<file path="src/ahb_pkg.sv">
// AHB protocol types
package ahb_pkg;

  // ------------------------------
  // Bus widths
  // ------------------------------
  localparam int ADDR_W = 32;                 // Byte address width
  localparam int DATA_W = 32;                 // Write data width

  typedef logic [ADDR_W-1:0] haddr_t;         // HADDR
  typedef logic [DATA_W-1:0] hdata_t;         // HWDATA
  typedef logic [2:0]        hsize_t;         // HSIZE, bytes as log2
  typedef logic [3:0]        hprot_t;         // HPROT
  typedef logic [3:0]        hmaster_t;       // HMASTER id

  // ------------------------------
  // Transfer and burst encodings
  // ------------------------------
  typedef enum logic [1:0]
  {
    IDLE   = 2'b00,                           // No transfer
    BUSY   = 2'b01,                           // Burst paused by master
    NONSEQ = 2'b10,                           // First beat or single
    SEQ    = 2'b11                            // Later beats of a burst
  } htrans_e;

  typedef enum logic [2:0]
  {
    SINGLE = 3'b000,                          // One beat
    INCR   = 3'b001,                          // Undefined length
    WRAP4  = 3'b010,
    INCR4  = 3'b011,
    WRAP8  = 3'b100,
    INCR8  = 3'b101,
    WRAP16 = 3'b110,
    INCR16 = 3'b111
  } hburst_e;

  // Address phase as seen on one port or on the slave
  typedef struct packed
  {
    logic     hsel;                           // Slave select
    haddr_t   haddr;                          // Address
    htrans_e  htrans;                         // Transfer type
    logic     hwrite;                         // 1 for write
    hsize_t   hsize;                          // Transfer size
    hburst_e  hburst;                         // Burst type
    hprot_t   hprot;                          // Protection
    hmaster_t hmaster;                        // Master id
    logic     hmastlock;                      // Locked sequence
  } ahb_addr_s;

endpackage

</file>
<file path="src/matrix_pkg.sv">
// Bus matrix output stage types
package matrix_pkg;
  import ahb_pkg::*;

  // ------------------------------
  // Port count and indices
  // ------------------------------
  localparam int NUM_PORTS = 3;               // Bus-switch inputs per slave

  typedef logic [$clog2(NUM_PORTS)-1:0] port_idx_t; // Port 0 to 2

  // Registered arbitration result
  typedef struct packed
  {
    logic      valid;                         // A port holds the slave
    port_idx_t idx;                           // Which one
  } grant_s;

  // ------------------------------
  // Burst beat counting
  // ------------------------------
  typedef logic [3:0] beat_cnt_t;             // Beats still to come

  // Beats left after the NONSEQ of a fixed burst
  localparam beat_cnt_t BEATS4_LEFT  = 4'd3;
  localparam beat_cnt_t BEATS8_LEFT  = 4'd7;
  localparam beat_cnt_t BEATS16_LEFT = 4'd15;

  // ------------------------------
  // One bus-switch input
  // ------------------------------
  typedef struct packed
  {
    ahb_addr_s addr;                          // Address phase
    logic      held_tran;                     // Transfer pending in input stage
    hdata_t    hwdata;                        // Data phase write data
  } port_in_s;

endpackage

</file>
<file path="src/addr_phase_mux.sv">
// Address phase routing
`timescale 1ns/100ps

module addr_phase_mux
  import ahb_pkg::*;
  import matrix_pkg::*;
(
  input  port_in_s             i_ports [NUM_PORTS], // Bus-switch inputs
  input  grant_s               i_grant,       // Arbiter result
  output ahb_addr_s            o_addr,        // To slave and arbiter
  output logic [NUM_PORTS-1:0] o_active       // One-hot owner flags
);

  logic grant_ok;                             // Valid and in range

  assign grant_ok = i_grant.valid && (i_grant.idx < NUM_PORTS);

  // ------------------------------
  // Address phase mux
  // ------------------------------
  always_comb
  begin : p_addr_mux
    o_addr = '0;                              // hsel low, IDLE
    if (grant_ok)
      o_addr = i_ports[i_grant.idx].addr;     // Granted port drives slave
  end

  // ------------------------------
  // Active flag decode
  // ------------------------------
  always_comb
  begin : p_active_dec
    o_active = '0;
    if (grant_ok)
      o_active[i_grant.idx] = 1'b1;           // Tell input stage it owns slave
  end

endmodule

</file>
<file path="src/ahb_output_stage.sv">
// AHB matrix shared slave output stage
`timescale 1ns/100ps

module ahb_output_stage
  import ahb_pkg::*;
  import matrix_pkg::*;
(
  input  logic                 i_hclk,        // AHB clock
  input  logic                 HRESETn,       // Sync reset, active low
  input  port_in_s             i_ports [NUM_PORTS], // Bus-switch inputs
  input  logic                 i_hreadyoutm,  // HREADYOUTM from slave
  output logic [NUM_PORTS-1:0] o_active,      // Per port active flags
  output ahb_addr_s            o_slave_addr,  // HSELM, HADDRM, HTRANSM etc
  output hdata_t               o_hwdatam,     // HWDATAM
  output logic                 o_hreadymuxm   // HREADYMUXM
);

  logic [NUM_PORTS-1:0] req;                  // Arbiter requests
  grant_s               grant;                // Current owner

  // ------------------------------
  // Request forming
  // ------------------------------
  always_comb
  begin : p_req
    for (int p = 0; p < NUM_PORTS; p++)
      req[p] = i_ports[p].held_tran & i_ports[p].addr.hsel; // Pending and for us
  end

  // ------------------------------
  // Sub-blocks
  // ------------------------------
  output_arb u_output_arb
  (
    .i_hclk    (i_hclk),
    .i_hresetn (HRESETn),
    .i_req     (req),
    .i_ready   (o_hreadymuxm),                // Arbitrate on completed beats
    .i_addr    (o_slave_addr),                // Lock and burst feedback
    .o_grant   (grant)
  );

  addr_phase_mux u_addr_phase_mux
  (
    .i_ports  (i_ports),
    .i_grant  (grant),
    .o_addr   (o_slave_addr),
    .o_active (o_active)
  );

  data_phase_ctrl u_data_phase_ctrl
  (
    .i_hclk      (i_hclk),
    .i_hresetn   (HRESETn),
    .i_ports     (i_ports),
    .i_grant     (grant),
    .i_hsel      (o_slave_addr.hsel),
    .i_hreadyout (i_hreadyoutm),
    .o_hwdata    (o_hwdatam),
    .o_hready    (o_hreadymuxm)
  );

  // Stalled slave keeps the same input stage in charge
  a_active_stall : assert property (@(posedge i_hclk) disable iff (!HRESETn)
    !o_hreadymuxm |=> $stable(o_active));

endmodule

</file>
<file path="src/data_phase_ctrl.sv">
// Data phase control
`timescale 1ns/100ps

module data_phase_ctrl
  import ahb_pkg::*;
  import matrix_pkg::*;
(
  input  logic     i_hclk,                    // AHB clock
  input  logic     i_hresetn,                 // Sync reset, active low
  input  port_in_s i_ports [NUM_PORTS],       // Bus-switch inputs
  input  grant_s   i_grant,                   // Address phase owner
  input  logic     i_hsel,                    // Muxed HSELM
  input  logic     i_hreadyout,               // Slave HREADYOUT
  output hdata_t   o_hwdata,                  // HWDATAM
  output logic     o_hready                   // HREADYMUXM
);

  grant_s data_grant;                         // Owner of data phase
  logic   slave_sel;                          // Slave in data phase
  logic   hready;                             // Internal ready

  // ------------------------------
  // Data phase registers
  // ------------------------------
  // Address phase moves to data phase on each completed transfer
  always_ff @(posedge i_hclk)
  begin : p_data_regs
    if (!i_hresetn)
    begin
      data_grant <= '0;
      slave_sel  <= 1'b0;                     // Ready idles high
    end
    else if (hready)
    begin
      data_grant <= i_grant;                  // Previous address phase port
      slave_sel  <= i_hsel;
    end
  end

  // ------------------------------
  // Write data mux
  // ------------------------------
  always_comb
  begin : p_wdata_mux
    o_hwdata = '0;
    if (data_grant.valid && (data_grant.idx < NUM_PORTS))
      o_hwdata = i_ports[data_grant.idx].hwdata; // Data from data phase owner
  end

  // ------------------------------
  // Ready generation
  // ------------------------------
  // Slave drives ready only while its data phase is in progress,
  // otherwise transfers elsewhere complete at once
  assign hready   = slave_sel ? i_hreadyout : 1'b1;
  assign o_hready = hready;

endmodule

</file>
<file path="src/output_arb.sv">
// Round-robin output arbiter
`timescale 1ns/100ps

module output_arb
  import ahb_pkg::*;
  import matrix_pkg::*;
(
  input  logic                 i_hclk,        // AHB clock
  input  logic                 i_hresetn,     // Sync reset, active low
  input  logic [NUM_PORTS-1:0] i_req,         // Per port held_tran & hsel
  input  logic                 i_ready,       // HREADYMUXM
  input  ahb_addr_s            i_addr,        // Muxed address phase
  output grant_s               o_grant        // Registered grant
);

  grant_s    grant;                           // Current owner
  port_idx_t last_idx;                        // Last port granted
  logic      lock_hold;                       // Lock seen while selected
  logic      lock_hold_next;
  logic      lock_term;                       // Lock for arbitration
  beat_cnt_t beat_cnt;                        // Fixed burst beats left
  beat_cnt_t beat_next;
  logic      hold;                            // Keep current grant
  logic      found;                           // Some port requests
  port_idx_t pick;                            // Round-robin winner

  // ------------------------------
  // Lock tracking
  // ------------------------------
  // Master may leave this slave mid-sequence with hsel low; the flag keeps
  // the lock visible so no other port can slip in
  always_comb
  begin : p_lock_next
    lock_hold_next = lock_hold;               // Hold by default
    if (i_addr.hsel && (i_addr.htrans inside {NONSEQ, SEQ}) && i_addr.hmastlock)
      lock_hold_next = 1'b1;                  // Locked transfer started here
    else if (!i_addr.hmastlock)
      lock_hold_next = 1'b0;                  // Sequence over
  end

  assign lock_term = i_addr.hmastlock & (i_addr.hsel | lock_hold);

  // ------------------------------
  // Fixed burst beat counter
  // ------------------------------
  always_comb
  begin : p_beat_next
    beat_next = beat_cnt;
    case (i_addr.htrans)
      NONSEQ :
      begin
        beat_next = '0;                       // SINGLE, INCR or not for us
        if (i_addr.hsel)
        begin
          case (i_addr.hburst)
            WRAP4, INCR4   : beat_next = BEATS4_LEFT;
            WRAP8, INCR8   : beat_next = BEATS8_LEFT;
            WRAP16, INCR16 : beat_next = BEATS16_LEFT;
            default        : beat_next = '0;
          endcase
        end
      end
      SEQ :
      begin
        if (beat_cnt != '0)
          beat_next = beat_cnt - 1'b1;        // One beat done
      end
      BUSY    : beat_next = beat_cnt;         // Paused burst
      default : beat_next = '0;               // IDLE ends any burst
    endcase
  end

  // Beats still due after this edge keep the slave
  assign hold = lock_term | (beat_next != '0);

  // ------------------------------
  // Round-robin search
  // ------------------------------
  always_comb
  begin : p_rr_search
    int cand;
    found = 1'b0;
    pick  = '0;
    for (int i = 1; i <= NUM_PORTS; i++)
    begin
      cand = (int'(last_idx) + i) % NUM_PORTS; // Start after last winner
      if (!found && i_req[cand])
      begin
        found = 1'b1;
        pick  = port_idx_t'(cand);
      end
    end
  end

  // ------------------------------
  // State registers
  // ------------------------------
  always_ff @(posedge i_hclk)
  begin : p_arb_regs
    if (!i_hresetn)
    begin
      grant     <= '0;                        // No owner
      last_idx  <= port_idx_t'(NUM_PORTS - 1); // Port 0 searched first
      lock_hold <= 1'b0;
      beat_cnt  <= '0;
    end
    else if (i_ready)
    begin
      lock_hold <= lock_hold_next;
      beat_cnt  <= beat_next;
      if (!hold)
      begin
        grant.valid <= found;
        grant.idx   <= pick;
        if (found)
          last_idx <= pick;                   // Rotation point
      end
    end
  end

  assign o_grant = grant;

  // Mid-burst beats keep the owner
  a_burst_hold : assert property (@(posedge i_hclk) disable iff (!i_hresetn)
    (i_ready && (beat_cnt > beat_cnt_t'(1)) && (i_addr.htrans inside {SEQ, BUSY}))
    |=> $stable(grant));

endmodule

</file>
<file path="config.mk">
export PLATFORM = sky130hd
export DESIGN_NAME = ahb_output_stage
export DESIGN_NICKNAME = d
export VERILOG_FILES = /design/src/ahb_pkg.sv /design/src/matrix_pkg.sv /design/src/addr_phase_mux.sv /design/src/ahb_output_stage.sv /design/src/data_phase_ctrl.sv /design/src/output_arb.sv
export SDC_FILE = /design/constraint.sdc
export NUM_CORES = 1
export LEC_CHECK = 0
export BUFFER_PORTS_ARGS = -buffer_cell sky130_fd_sc_hd__buf_4
export CAP_MARGIN = 15
export CORE_AREA = 4 4 129 131
export CTS_CLUSTER_DIAMETER = 40
export DETAILED_ROUTE_END_ITERATION = 8
export DIE_AREA = 0 0 133 135
export GPL_ROUTABILITY_DRIVEN = 0
export HOLD_SLACK_MARGIN = 0.03
export PLACE_DENSITY_LB_ADDON = 0.15
export SKIP_LAST_GASP = 1
export SYNTH_ARGS = -nofsm -noshare
export SYNTH_HDL_FRONTEND = slang
export SYNTH_SLANG_ARGS = --single-unit
</file>
<file path="constraint.sdc">
create_clock -name i_hclk -period 2.6 [get_ports i_hclk]
set_clock_uncertainty 0.2 [all_clocks]
set_input_delay 0.26 -clock i_hclk [delete_from_list [all_inputs] [get_ports i_hclk]]
set_output_delay 0.26 -clock i_hclk [all_outputs]
set_load 0.005 [all_outputs]
</file>
Yosys cells after proc, flatten, opt, wreduce, memory -nomap -nowiden
Index checks and enable logic that the tools add are counted.
W data, S select, Z words.
{ "classes": {"div": 3, "n_bitwise": 9, "reduce_logical": 18, "magnitude_cmp": 9, "eq_ne": 10, "n_addsub": 4, "n_mux": 33} }
{ "op_table": {"columns": ["operator", "n"], "rows": [
  ["$bmux W84 S2", 2],
  ["$mux W84", 2],
  ["$lt A32 B4 Y1 const B", 3],
  ["$mod A32 B3 Y32 const B", 3],
  ["$mux W32", 3],
  ["$mux W51", 1],
  ["$pmux W4 S3", 2],
  ["$mux W1", 13],
  ["$eq A3 B3 Y1 const B", 4],
  ["$mux W4", 2],
  ["$reduce_bool A4 Y1", 2],
  ["$logic_and A1 B1 Y1", 7],
  ["$add A2 B2 Y3 const B", 2],
  ["$bmux W1 S2", 3],
  ["$eq A3 B2 Y1 const B", 2],
  ["$ge A3 B3 Y1 const B", 2],
  ["$mux W2", 3],
  ["$not A2 Y3", 2],
  ["$reduce_or A2 Y1", 3],
  ["$and A1 B1 Y1", 4],
  ["$eq A2 B2 Y1 const B", 2],
  ["$lt A2 B2 Y1 const B", 2],
  ["$reduce_and A2 Y1", 2],
  ["$sub A4 B1 Y4 const B", 1],
  ["12 further kinds", 14]
]} }
{ "totals": {"ff_bits": 14, "output_inout_bits": 87} }

Depth between registers and ports, before layout
{ "logic_depth": {"depth_word": 14, "mapped_depth": 9} }

By module
A second synthesis with hierarchy kept.
{ "hier_totals": {"cells_unflattened": 488, "area_unflattened_um2": 3638.5} }
{ "by_module_without_submodules": {"columns": ["mod", "area_each_um2", "cells_each", "n_inst", "seq_area_each_um2"], "rows": [
  ["addr_phase_mux", 1677.9, 235, 1, 0.0],
  ["data_phase_ctrl", 1207.4, 159, 1, 80.1],
  ["output_arb", 734.5, 91, 1, 200.2],
  ["ahb_output_stage", 18.8, 3, 1, 0.0]
]} }

Worst setup path before layout
No wires, ideal clock.
{ "synth_path": {"kind": "register to register", "start": "register u_output_arb.o_grant[0] (netlist name)", "end": "register u_output_arb.o_grant[2] (netlist name)", "setup_time_ns": 0.117, "stages_incl_launch_ff": 9, "t_arrival_ns": 2.170, "required_time_ns": 2.283, "setup_slack_ns": 0.113, "cell_sequence": "dfxtp_1 > buf_4 > buf_6 > mux2i_1 > nor2_1 > o311a_1 > or4_4 > or3_4 > a22o_1"} }
{ "synth_via": {"elab_chain_len": 14, "elab_cells_between_ends": 28} }
{ "synth_rtl": {"columns": ["element", "line_no", "rtl"], "rows": [
  ["$not A2 Y3 (implied by the code)", "addr_phase_mux.sv:25", "o_addr = i_ports[i_grant.idx].addr;"],
  ["$bmux W84 S2", "addr_phase_mux.sv:25", null],
  ["$mux W84 (implied by the code) (2 in a row)", "addr_phase_mux.sv:25", null],
  ["$mux W51 (*)", "addr_phase_mux.sv:24", "if (grant_ok)"],
  ["$eq A3 B3 Y1 or $eq A3 B2 Y1 (tied branches)", "output_arb.sv:55", "case (i_addr.hburst)"],
  ["$reduce_or A2 Y1", "output_arb.sv:55", null],
  ["$pmux W4 S3", "output_arb.sv:55", null],
  ["$mux W4", "output_arb.sv:53", "if (i_addr.hsel)"],
  ["$pmux W4 S3", "output_arb.sv:49", "case (i_addr.htrans)"],
  ["$reduce_bool A4 Y1", "output_arb.sv:74", "assign hold = lock_term | (beat_next != '0);"],
  ["$or A1 B1 Y1 (*)", "output_arb.sv:74", null],
  ["$not A1 Y1 (no line) (*)", null, null],
  ["$reduce_and A2 Y1 (no line) (*)", null, null]
]} }
Every way passes the cells marked *; elsewhere a longest branch is shown, timed or not. The select of a mux whose other input is x is not followed.
A chain may end at the register's enable or synchronous reset.

Worst setup path in the final report
{ "layout_path": {"start": "register u_output_arb.o_grant[0] (netlist name)", "end": "register u_output_arb.o_grant[1] (netlist name)"} }
{ "layout_via": {"elab_chain_len": 14, "elab_cells_between_ends": 28} }
{ "layout_rtl": {"columns": ["element", "line_no"], "rows": [
  ["$not A2 Y3 (implied by the code)", "addr_phase_mux.sv:25"],
  ["$bmux W84 S2", "addr_phase_mux.sv:25"],
  ["$mux W84 (implied by the code) (2 in a row)", "addr_phase_mux.sv:25"],
  ["$mux W51 (*)", "addr_phase_mux.sv:24"],
  ["$eq A3 B3 Y1 or $eq A3 B2 Y1 (tied branches)", "output_arb.sv:55"],
  ["$reduce_or A2 Y1", "output_arb.sv:55"],
  ["$pmux W4 S3", "output_arb.sv:55"],
  ["$mux W4", "output_arb.sv:53"],
  ["$pmux W4 S3", "output_arb.sv:49"],
  ["$reduce_bool A4 Y1", "output_arb.sv:74"],
  ["$or A1 B1 Y1 (*)", "output_arb.sv:74"],
  ["$not A1 Y1 (no line) (*)", null],
  ["$reduce_and A2 Y1 (no line) (*)", null]
]} }
Marks and branches as above.

==> run metrics <==
Multi-input gate area around 0.0026 mm²; largest cells by area after synthesis mux2i_1 (27%), nor2_1 (13%), dfxtp_1 (9.2%); Site Rows 46; Critical Path RT approximately 2.6 ns; clock sinks 14; Rel. slew slack 0.3995; Buf/Inv on CP 1; Final ANT Viol Nets 0; Hold Vio Cnt, Final 0; pre-CTS WS approximately 0.094 ns; initial antenna violation count 0; Tmin final 2.519 ns; outcome finished, final reports clean; Pint 1.146 mW; RSZ-0062 raised after global routing no; fillers 1,652; Startpoint Class flip-flop; maximum fanout along the worst path 10; Initial Util 0.1964; Post-Synthesis Cell Area 0.003063 mm²; port buffer count about 340; DP HPWL ~15 mm; diodes inserted 0; Avg Synthesized Cell Area 6.302 µm²; initial drt markers 135; Top delay family on crit path simple AND/OR/NAND/NOR gates; fin. max-slew vios 0; first-pass GRT wire length 25.78 mm; Cell Pwr Density between 300 and 400 mW/mm²; first drt pass iteration count 4; Inserted Clock Buffers 3; Final Setup Violations 0; H-tree levels 1; Clk pwr share 0.182; slowest stage cell, crit path or4_4; Ys Warns 0; Core ar. between 0.015 and 0.02 mm²; CP arrival about 2.5 ns; leading register cell type out of synthesis dfxtp_1; critical path class flip-flop to flip-flop; clock-pin slew on the worst setup and hold paths about 0.050 ns; Tot GR Track Use 0.1762; wire per inst between 15 and 20 µm; root cell of the clock tree clkbuf_16; vias about 4,700; Seq/Total Area, Yosys 0.09150; Max Clock Freq 0.3970 GHz; synth cell count leaders nor2_1 (103), mux2i_1 (83), a21oi_1 (52); Sw Ratio 0.3662; Post-CTS Repair Setup Buffers 0; die height 135 µm; CTS tree done; worst hold-check path type input port to flip-flop; final worst-path cycle share 0.9687; Synth top area share 0.2712; Slew @ Worst Pin approximately 0.9 ns; VDD IR-drop max 0.0002542 V; Placed Instance Area slightly below 0.006 mm²; final setup margin around 0.081 ns; Synth Instances between 400 and 500; EDFF count, synth 0; boundary pin count about 340; synthesized net count around 740; Hold Buf Count CTS 0; Final nets around 1,100; Lkg Pwr around 2.8 nW; Setup TNS 0 ns; die footprint about 0.018 mm²; drt via density 4.541; P_sw roughly 0.66 mW; Register Area 287.8 µm²; Reg power frac 0.148; DRC 0; design area approximately 0.0060 mm²; slowest stage delay, CP 0.45 ns; most numerous cell in the Yosys netlist nor2_1; Comb pwr share 0.670; vias in the first global route roughly 4,800; Max Cap Viol 0; ys async rst share 0; distinct cell type count after synthesis 49; Yosys top cell by area mux2i_1; Clk Latency, worst-skew pair between 0.2 and 0.3 ns; Clock Path Buffers 2; flops & latches, synth 14; post-CTS sizing 0; final WL ~17 mm; largest net degree at the start of global routing 52; Area growth syn-to-layout 96.61%; share of cells above drive strength 1 0.4704; die width about 130 µm; Worst Setup End Kind flip-flop; WHS 0.06749 ns; critical path, cell by cell mux2i_1, a2bb2oi_1, buf_4, nor4_1, or4_4, or3_4, o31ai_2; gr ovfl total 0
==> registers in the layout (all words and copies together), names as in the netlist <==
signal	cells
u_data_phase_ctrl.data_grant	3
u_output_arb.lock_hold	1
u_data_phase_ctrl.slave_sel	1
u_output_arb.beat_cnt	4
u_output_arb.last_idx	2
u_output_arb.o_grant	3
==> metrics by stage <==
step / total power [mW] / std cells / utilization
floorplan: 0.8124 / 486 / -
global placement: 1.475 / 1023 / 0.3783
detailed placement: 1.496 / 1024 / 0.3801
CTS: 1.833 / 1028 / 0.3858
global route: 1.947 / 1028 / 0.3861
finish: 1.808 / 1028 / 0.3861
==> power by group through the flow <==
stage	registers (mW)	logic, mW	clock network (mW)
6_report	0.268	1.21	0.329
5_1_grt	0.273	1.32	0.350
4_1_cts	0.268	1.23	0.338
3_5_place_dp	0.272	1.22	0
3_3_place_gp	0.272	1.20	0
2_1_floorplan	0.245	0.567	0
==> layout make-up <==
| cell class | count | share of cell area |
|---|---|---|
| Multi-Input combinational cell | 419 | 0.4280 |
| Inverter | 11 | 0.006856 |
| Sequential cell | 14 | 0.04779 |
| Timing Repair Buffer | 364 | 0.4577 |
| Tap cell | 216 | 0.04488 |
| Clock buffer | 4 | 0.01475 |
==> metal layers <==
layer,part of all wire,track usage
met1,0.36,0.1854
met5,0,0
met3,0.091,0.05924
met2,0.54,0.3409
met4,0.015,0.03349
==> worst paths after layout <==
| check | end | from | depth (start not counted) | slack, ns |
|---|---|---|---|---|
| min reg2reg | u_output_arb.lock_hold | u_output_arb.lock_hold | 2 | 0.27 |
| max reg2reg | u_output_arb.o_grant[1] | u_output_arb.o_grant[0] | 7 | 0.08 |
| min | u_output_arb.last_idx[1] | HRESETn | 2 | 0.07 |
| max | u_output_arb.o_grant[1] | u_output_arb.o_grant[0] | 7 | 0.08 |
==> cells by family (layout without fill, tap and decap cells) <==
family          count (synthesis)  in the layout  share of synthesized area
simple gates                  209            209                     0.3084
compound gates                119            119                     0.2275
mux                            86             86                     0.2835
buf+inv                        53            379                    0.07026
flops                          14             14                    0.09150
fa+ha+maj                       5              5                    0.01879
==> placed cells by master, fill, tap and decap left out, drive strengths merged, types with 3 or more instances in the layout <==
cell type,count
a21oi,53
a22oi,4
and2,36
buf,364
clkbuf,4
clkinv,3
dfxtp,14
ha,3
inv,8
mux2,3
mux2i,83
nand2,47
nand3,3
nor2,103
nor2b,6
nor3,4
o21ai,40
(Power assumes the default switching activity.)
